`config.mk`:
```
export PLATFORM = sky130hd
export DESIGN_NAME = bringup_boundary
export DESIGN_NICKNAME = d
export VERILOG_FILES = /design/src/hw/bringup_pkg.sv /design/src/hw/bringup_boundary.sv /design/src/hw/bringup_driver.sv /design/src/hw/bringup_scanner.sv /design/src/hw/bringup_sensor.sv /design/src/hw/pulse.sv /design/src/hw/uart_tx.sv
export SDC_FILE = /design/constraint.sdc
export NUM_CORES = 1
export LEC_CHECK = 0
export BUFFER_PORTS_ARGS = -buffer_cell sky130_fd_sc_hd__buf_2
export CAP_MARGIN = 10
export CORE_MARGIN = 1.5
export CORE_UTILIZATION = 40
export DETAILED_ROUTE_END_ITERATION = 7
export GPL_TIMING_DRIVEN = 0
export PLACE_DENSITY = 0.58
export RECOVER_POWER = 50
export REMOVE_ABC_BUFFERS = 1
export SLEW_MARGIN = 20
export SYNTH_ARGS = -nofsm -noshare
export SYNTH_HDL_FRONTEND = slang
export SYNTH_HIERARCHICAL = 1
export SYNTH_SLANG_ARGS = --single-unit
export TNS_END_PERCENT = 50
```
`constraint.sdc`:
```
create_clock -name clock -period 5.4 [get_ports clock]
set_clock_uncertainty 0.15 [all_clocks]
set_input_delay 0.27 -clock clock [delete_from_list [all_inputs] [get_ports clock]]
set_output_delay 0.27 -clock clock [all_outputs]
set_load 0.1 [all_outputs]
```
`src/hw/bringup_pkg.sv`:
```
// Shared types and constants for the boundary checker; imported by the scanner, UART and top level
package bringup_pkg;

	// One character on the serial line
	typedef logic [7:0] uart_byte_t;

	// Write strobe plus payload, scanner to UART
	typedef struct packed {
		logic       write;
		uart_byte_t data;
	} uart_req_t;

	typedef enum logic [1:0] {
		SCAN_IDLE,
		SCAN_SEND,
		SCAN_WAIT
	} scan_state_e;

	// Report line characters
	localparam uart_byte_t CHAR_ZERO = 8'h30;
	localparam uart_byte_t CHAR_ONE  = 8'h31;
	localparam uart_byte_t CHAR_CR   = 8'h0D;
	localparam uart_byte_t CHAR_LF   = 8'h0A;

	// Sensor activity hold, in decay pulses
	localparam int                      SENSE_HOLD_W = 2;
	localparam logic [SENSE_HOLD_W-1:0] SENSE_HOLD   = 2'd3;

endpackage

```
`src/hw/bringup_boundary.sv`:
```
// Top level of the boundary checker; drives a test pin and reports sensed pin activity over UART
`timescale 1ns/1ps

module bringup_boundary #(
	parameter int NUM_PINS        = 16,
	parameter int DRIVE_CLOCKS    = 6000,    // 1 kHz at 12 MHz
	parameter int DEC_CLOCKS      = 12000,
	parameter int SCAN_CLOCKS     = 1200000, // 10 Hz
	parameter int CLOCKS_PER_BAUD = 104      // 115200 baud
) (
	input  logic                clock,
	input  logic                rst_n_i,
	input  logic [NUM_PINS-1:0] pins_i,
	output logic                drive_o,
	output logic                uart_tx_o
);

	import bringup_pkg::*;

	logic                dec;
	logic                scan;
	logic [NUM_PINS-1:0] sensed;
	uart_req_t           uart_req;
	logic                uart_busy;

	bringup_driver #(
		.DRIVE_CLOCKS(DRIVE_CLOCKS)
	) bringup_driver0 (
		.clock   (clock),
		.rst_n_i (rst_n_i),
		.pin_o   (drive_o)
	);

	// Decay must be slower than the driver so a live pin never drops out
	pulse #(
		.CLOCKS_PER_PULSE(DEC_CLOCKS)
	) pulse_dec (
		.clock   (clock),
		.rst_n_i (rst_n_i),
		.pulse_o (dec)
	);

	pulse #(
		.CLOCKS_PER_PULSE(SCAN_CLOCKS)
	) pulse_scan (
		.clock   (clock),
		.rst_n_i (rst_n_i),
		.pulse_o (scan)
	);

	for (genvar i = 0; i < NUM_PINS; i++) begin : g_sensor
		bringup_sensor sensor (
			.clock    (clock),
			.rst_n_i  (rst_n_i),
			.pin_i    (pins_i[i]),
			.dec_i    (dec),
			.sensed_o (sensed[i])
		);
	end

	bringup_scanner #(
		.NUM_PINS(NUM_PINS)
	) bringup_scanner0 (
		.clock   (clock),
		.rst_n_i (rst_n_i),
		.scan_i  (scan),
		.state_i (sensed),
		.busy_i  (uart_busy),
		.req_o   (uart_req)
	);

	uart_tx #(
		.CLOCKS_PER_BAUD(CLOCKS_PER_BAUD)
	) uart_tx0 (
		.clock   (clock),
		.rst_n_i (rst_n_i),
		.req_i   (uart_req),
		.busy_o  (uart_busy),
		.tx_o    (uart_tx_o)
	);

endmodule

```
`src/hw/bringup_driver.sv`:
```
// Known square wave for the board; toggles pin_o every DRIVE_CLOCKS clocks
`timescale 1ns/1ps

module bringup_driver #(
	parameter int DRIVE_CLOCKS = 6000
) (
	input  logic clock,
	input  logic rst_n_i,
	output logic pin_o
);

	localparam int CNT_W = (DRIVE_CLOCKS > 1) ? $clog2(DRIVE_CLOCKS) : 1;
	localparam logic [CNT_W-1:0] RELOAD = CNT_W'(DRIVE_CLOCKS - 1);

	logic [CNT_W-1:0] count;

	// Half period divider
	always_ff @(posedge clock or negedge rst_n_i) begin
		if (!rst_n_i) begin
			count <= RELOAD;
			pin_o <= 1'b0;
		end else if (count == '0) begin
			count <= RELOAD;
			pin_o <= ~pin_o;
		end else begin
			count <= count - CNT_W'(1);
		end
	end

endmodule

```
`src/hw/bringup_scanner.sv`:
```
// Snapshots the sensor vector on each scan pulse and sends it as an ASCII line over the UART
`timescale 1ns/1ps

module bringup_scanner #(
	parameter int NUM_PINS = 16
) (
	input  logic                   clock,
	input  logic                   rst_n_i,
	input  logic                   scan_i,
	input  logic [NUM_PINS-1:0]    state_i,
	input  logic                   busy_i,
	output bringup_pkg::uart_req_t req_o
);

	import bringup_pkg::*;

	localparam int IDX_W = $clog2(NUM_PINS + 2);
	localparam logic [IDX_W-1:0] IDX_CR = IDX_W'(NUM_PINS);
	localparam logic [IDX_W-1:0] IDX_LF = IDX_W'(NUM_PINS + 1);

	scan_state_e         state;
	logic [NUM_PINS-1:0] snap;
	logic [IDX_W-1:0]    byte_idx;
	logic                write_q;
	uart_byte_t          data_q;
	uart_byte_t          next_char;
	logic                send;

	// One byte per pin, pin 0 first, then CR LF
	always_comb begin
		if (byte_idx == IDX_LF)
			next_char = CHAR_LF;
		else if (byte_idx == IDX_CR)
			next_char = CHAR_CR;
		else
			next_char = snap[0] ? CHAR_ONE : CHAR_ZERO;
	end

	assign send = (state == SCAN_SEND) && !busy_i;

	always_ff @(posedge clock or negedge rst_n_i) begin
		if (!rst_n_i) begin
			state    <= SCAN_IDLE;
			byte_idx <= '0;
			write_q  <= 1'b0;
		end else begin
			write_q <= 1'b0;
			case (state)
				SCAN_IDLE: begin
					if (scan_i) begin
						byte_idx <= '0;
						state    <= SCAN_SEND;
					end
				end
				SCAN_SEND: begin
					if (!busy_i) begin
						write_q <= 1'b1;
						state   <= SCAN_WAIT;
					end
				end
				SCAN_WAIT: begin
					// UART takes the byte on this edge, busy is valid from here on
					if (byte_idx == IDX_LF) begin
						state <= SCAN_IDLE;
					end else begin
						byte_idx <= byte_idx + IDX_W'(1);
						state    <= SCAN_SEND;
					end
				end
				default: state <= SCAN_IDLE;
			endcase
		end
	end

	// Snapshot shifts down one pin per sent byte
	always_ff @(posedge clock) begin
		if (state == SCAN_IDLE && scan_i)
			snap <= state_i;
		else if (send && byte_idx < IDX_CR)
			snap <= snap >> 1;
	end

	always_ff @(posedge clock) begin
		if (send)
			data_q <= next_char;
	end

	assign req_o = '{write: write_q, data: data_q};

endmodule

```
`src/hw/bringup_sensor.sv`:
```
// Activity detector for one sensed pin; sensed_o stays high while the pin has toggled recently
`timescale 1ns/1ps

module bringup_sensor (
	input  logic clock,
	input  logic rst_n_i,
	input  logic pin_i,
	input  logic dec_i,
	output logic sensed_o
);

	import bringup_pkg::*;

	logic                    sync_meta;
	logic                    sync_pin;
	logic                    prev_pin;
	logic                    pin_edge;
	logic [SENSE_HOLD_W-1:0] hold;

	// Two stage synchronizer, then last sample for edge compare
	always_ff @(posedge clock or negedge rst_n_i) begin
		if (!rst_n_i) begin
			sync_meta <= 1'b0;
			sync_pin  <= 1'b0;
			prev_pin  <= 1'b0;
		end else begin
			sync_meta <= pin_i;
			sync_pin  <= sync_meta;
			prev_pin  <= sync_pin;
		end
	end

	assign pin_edge = sync_pin ^ prev_pin;

	always_ff @(posedge clock or negedge rst_n_i) begin
		if (!rst_n_i)
			hold <= '0;
		else if (pin_edge)
			hold <= SENSE_HOLD; // Edge beats a same-cycle decay
		else if (dec_i && hold != '0)
			hold <= hold - SENSE_HOLD_W'(1);
	end

	assign sensed_o = (hold != '0);

endmodule

```
`src/hw/pulse.sv`:
```
// Strobe generator; set CLOCKS_PER_PULSE to get a one-cycle pulse at that period
`timescale 1ns/1ps

module pulse #(
	parameter int CLOCKS_PER_PULSE = 12000
) (
	input  logic clock,
	input  logic rst_n_i,
	output logic pulse_o
);

	localparam int CNT_W = (CLOCKS_PER_PULSE > 1) ? $clog2(CLOCKS_PER_PULSE) : 1;
	localparam logic [CNT_W-1:0] RELOAD = CNT_W'(CLOCKS_PER_PULSE - 1);

	logic [CNT_W-1:0] count;

	always_ff @(posedge clock or negedge rst_n_i) begin
		if (!rst_n_i) begin
			count   <= RELOAD;
			pulse_o <= 1'b0;
		end else if (count == '0) begin
			count   <= RELOAD;
			pulse_o <= 1'b1; // First one lands CLOCKS_PER_PULSE after reset
		end else begin
			count   <= count - CNT_W'(1);
			pulse_o <= 1'b0;
		end
	end

endmodule

```
`src/hw/uart_tx.sv`:
```
// 8N1 serial transmitter; accepts a byte when write is high and busy_o is low
`timescale 1ns/1ps

module uart_tx #(
	parameter int CLOCKS_PER_BAUD = 104
) (
	input  logic                  clock,
	input  logic                  rst_n_i,
	input  bringup_pkg::uart_req_t req_i,
	output logic                  busy_o,
	output logic                  tx_o
);

	localparam int BAUD_W = (CLOCKS_PER_BAUD > 1) ? $clog2(CLOCKS_PER_BAUD) : 1;
	localparam logic [BAUD_W-1:0] BAUD_RELOAD = BAUD_W'(CLOCKS_PER_BAUD - 1);
	localparam logic [3:0]        STOP_BIT    = 4'd9;

	logic [BAUD_W-1:0] baud_cnt;
	logic [3:0]        bit_idx;
	logic [8:0]        shift;   // Data bits then stop bit
	logic              accept;

	assign accept = req_i.write && !busy_o;

	always_ff @(posedge clock or negedge rst_n_i) begin
		if (!rst_n_i) begin
			busy_o   <= 1'b0;
			tx_o     <= 1'b1; // Line idles high
			baud_cnt <= '0;
			bit_idx  <= '0;
		end else if (accept) begin
			busy_o   <= 1'b1;
			tx_o     <= 1'b0; // Start bit
			baud_cnt <= BAUD_RELOAD;
			bit_idx  <= '0;
		end else if (busy_o) begin
			if (baud_cnt != '0) begin
				baud_cnt <= baud_cnt - BAUD_W'(1);
			end else begin
				baud_cnt <= BAUD_RELOAD;
				if (bit_idx == STOP_BIT) begin
					busy_o <= 1'b0; // Stop bit has run its full length
				end else begin
					tx_o    <= shift[0];
					bit_idx <= bit_idx + 4'd1;
				end
			end
		end
	end

	// LSB first, fill with ones so the last bit out is the stop bit
	always_ff @(posedge clock) begin
		if (accept)
			shift <= {1'b1, req_i.data};
		else if (busy_o && baud_cnt == '0 && bit_idx != STOP_BIT)
			shift <= {1'b1, shift[8:1]};
	end

endmodule

```
==> results.ini <==
[run_status]
status = finished, violations left
violations = max-capacitance violations, max-slew violations

[pwr]
p_int_mw = 2.13
power.density_mw_per_mm2 = 291
ir_drop_mv = 0.196
power_leakage_nw = 3.89
clkPwrFrac = 0.460
pwr-share-comb = 0.019
sw_frac_of_total = 0.215
power.sequential.fraction = 0.521
p_sw_uw = 583

[logic_synthesis]
synthSimpleGateAreaFrac = 0.172
synth-xor-area-share = 0.0551
synth_area_leaders = dfrtp_1 35%, dfstp_2 11%, edfxtp_1 11%
synth-adder-area-share = 0.0424
ys_seq_area_frac = 0.571
ys_ff_latch = 181
syn-cell-area_sq_mm = 0.00827
synth_area_leader_cell = dfrtp_1
synth_top_flop_cell = dfrtp_1
synth-compound-area-share = 0.0786
synth_top_family_by_area = simple AND/OR/NAND/NOR gates
postSynthAreaPerCell_sq_um = 12.1
synth_cells = 685
synthMuxAreaShare = 0.0365
synth.top_cell.area_share = 0.351
synth-edff-count = 29
ys_async_sr_fraction = 0.840
yosysWarnings = 6
synthDistinctLibCells = 74

[sta]
finalHoldViolCount = 0
max_clock_freq_ghz = 0.332
fin_tns_setup_ps = 0
tightest_slew_ps = 2210
slew_viol_final = 91
fin_crit_ps = 3010
min_period_over_period = 0.557
setup_ws_ps = 2390
rsz0062_at_grt = false
slew_headroom = -0.472
finalSetupViolCount = 0
holdWs_ps = 201

[setup_path]
startpoint_type = input port
path_max_fanout = 90
path_class = input port to async pin
crit_path_top_delay_cell = clkbuf_2
cp_cell_sequence = dlygate4sd3_1 > buf_8 > clkbuf_2
cp-end-kind = async pin
arrival_ps = 2950
crit_required_ps = 5340
timing.critical_path.slowest_cell_delay_ps = 1600

[global_route]
grt_pass1_wl_um = 23800
grt.total_usage = 0.135
grt_pass1_vias = 5161
gr-total-overflow = 0
grt_max_degree = 91
antenna_found_initial = 0

[route]
viasPerCell = 4.99
drt_iter0_drc = 253
firstDrtPassIters = 4
antenna_left = 0
vias = 5037
drt_wl_total_um = 13300
drc = 0
wl_per_cell_um = 13.2

[finish]
final_common_cell = dfrtp_1
utilization = 0.460
drive_gt1_frac = 0.203
syn_to_final_growth_pct = 12.7
antenna_cells = 0
nNetsFinal = 772
stdcell_count = 1009
mostFrequentLayoutCells = 116 x dfrtp_1, 73 x nand2_1, 66 x inv_1, 41 x xnor2_1, 35 x dfstp_2

[flow_run]
drv_cap = 1

[die]
die_h_um = 147
io_pins = 20
core_sq_mm = 0.0202
initial_core_util = 0.408
num_rows = 52
die_x_um = 147
die_area_sq_mm = 0.0215

[placement]
gp_congestion = 0.833
post-dp-hpwl_um = 8880
dp_slack_ps = 2590
dpl.cell_count = 960
port_buffers = 19

[hold_path]
hp-class = flop to flop

[clocking]
insertion_delay_ps = 420
ctsHtreeMaxLevel = 4
postCtsSetupBuffers = 0
cts_tree = built
numCtsBuffers = 17
clock_path_buffers = 2
cts-resized-gates = 0
clkTransAtPathRegs_ps = 70
cts_root_buf = clkbuf_16
clock_sinks = 181

synth_stat cells (all sizes together) (2+ instances only):
cell type  number
a211oi          2
a21oi          15
a31o            2
a31oi           3
and2            2
and3            3
buf            12
clkbuf          5
dfrtp         116
dfstp          36
edfxtp         29
ha             28
inv            67
mux2           25
mux2i           2
nand2          73
nand2b         18
nand3          21
nand3b          6
nand4          11
nand4b          3
nor2           24
nor2b           5
nor3           14
nor3b           9
nor4           10
o2111ai         3
o211ai         21
o21ai          13
o21bai          2
o2bb2ai         3
o311ai          4
o31ai           9
o41ai           4
or2             3
or3             9
or3b            2
or4             6
xnor2          41
xor2           11
cell families (layout without fill, tap and decap cells):
group | count (synthesis) | in the layout
AND/OR/NAND/NOR | 224 | 224
AO/OA/AOI/OAI | 88 | 88
XOR/XNOR | 52 | 52
adder cells (fa/ha/maj) | 28 | 28
flip-flops | 181 | 181
other | 1 | 2
multiplexers | 27 | 27
buffers and inverters | 84 | 137
sequential cells by signal (all words and copies together) (netlist names):
name and flops:
bringup_scanner0/data_q 5, g_sensor.sensor/hold 32, bringup_scanner0/snap 16, g_sensor.sensor/prev_pin 16
bringup_scanner0/byte_idx 5, uart_tx0/shift 8, pulse_dec/pulse_o 1, uart_tx0/baud_cnt 7
bringup_driver0/pin_o 1, bringup_scanner0/write_q 1, pulse_scan/count 21, bringup_driver0/count 13
g_sensor.sensor/sync_pin 16, pulse_scan/pulse_o 1, uart_tx0/tx_o 1, bringup_scanner0/state 2
uart_tx0/busy_o 1, pulse_dec/count 14, g_sensor.sensor/sync_meta 16, uart_tx0/bit_idx 4
through the flow:
stage                     total power [mW]  area, sq um
final                                 2.71         9310
after global routing                  2.82         9310
after CTS                             2.76         9440
after detailed placement              1.48         8660
after global placement                1.48         8590
after floorplan                       1.45         8160
final timing paths:
kind,from,end,slack [ps],depth (start not counted)
worst min register to register,g_sensor[12].sensor/sync_meta,g_sensor[12].sensor/sync_pin,200,0
worst max register to register,uart_tx0/busy_o,bringup_scanner0/snap[8],2650,2
worst max-delay path,rst_n_i,uart_tx0/bit_idx[0],2390,3
max in group clock,uart_tx0/busy_o,bringup_scanner0/snap[8],2650,2
worst min-delay path,g_sensor[12].sensor/sync_meta,g_sensor[12].sensor/sync_pin,200,0
min in group asynchronous,rst_n_i,g_sensor[5].sensor/hold[1],220,2
metal layers:
layer	up-vias	wire (um)	GRT usage	part of all wire
li1	2462	-	-	-
met2	51	6590	0.225	0.50
met4	0	142	0.0389	0.011
met5	-	0	0	0
met3	11	393	0.0385	0.030
met1	2513	6170	0.170	0.46
worst max-delay path, delay by kind of cell:
| family | cells | cell delay, ps |
|---|---|---|
| buffers and inverters | 3 | 2530 |
repair_timing:
action / CTS / global route
hold buffers: 17 / 0
endpoints found under the setup margin: 0 / 0
endpoints found under the hold margin: 78 / 0
final cells by class:
class	count	area, sq um
Clock inverter	13	133
Timing Repair Buffer	38	284
Fill cell	1802	10900
Tap cell	270	338
Clock buffer	19	475
Inverter	67	251
Sequential cell	181	4720
Multi-Input combinational cell	421	3110
power by group through the flow:
stage | Combinational, mW | Clock, mW | Sequential (mW)
6_report | 0.0524 | 1.25 | 1.41
5_1_grt | 0.0610 | 1.35 | 1.41
4_1_cts | 0.0579 | 1.29 | 1.41
3_5_place_dp | 0.0479 | 0 | 1.44
3_3_place_gp | 0.0437 | 0 | 1.44
2_1_floorplan | 0.0129 | 0 | 1.43
No activity file was read; power rests on OpenSTA's default activity.
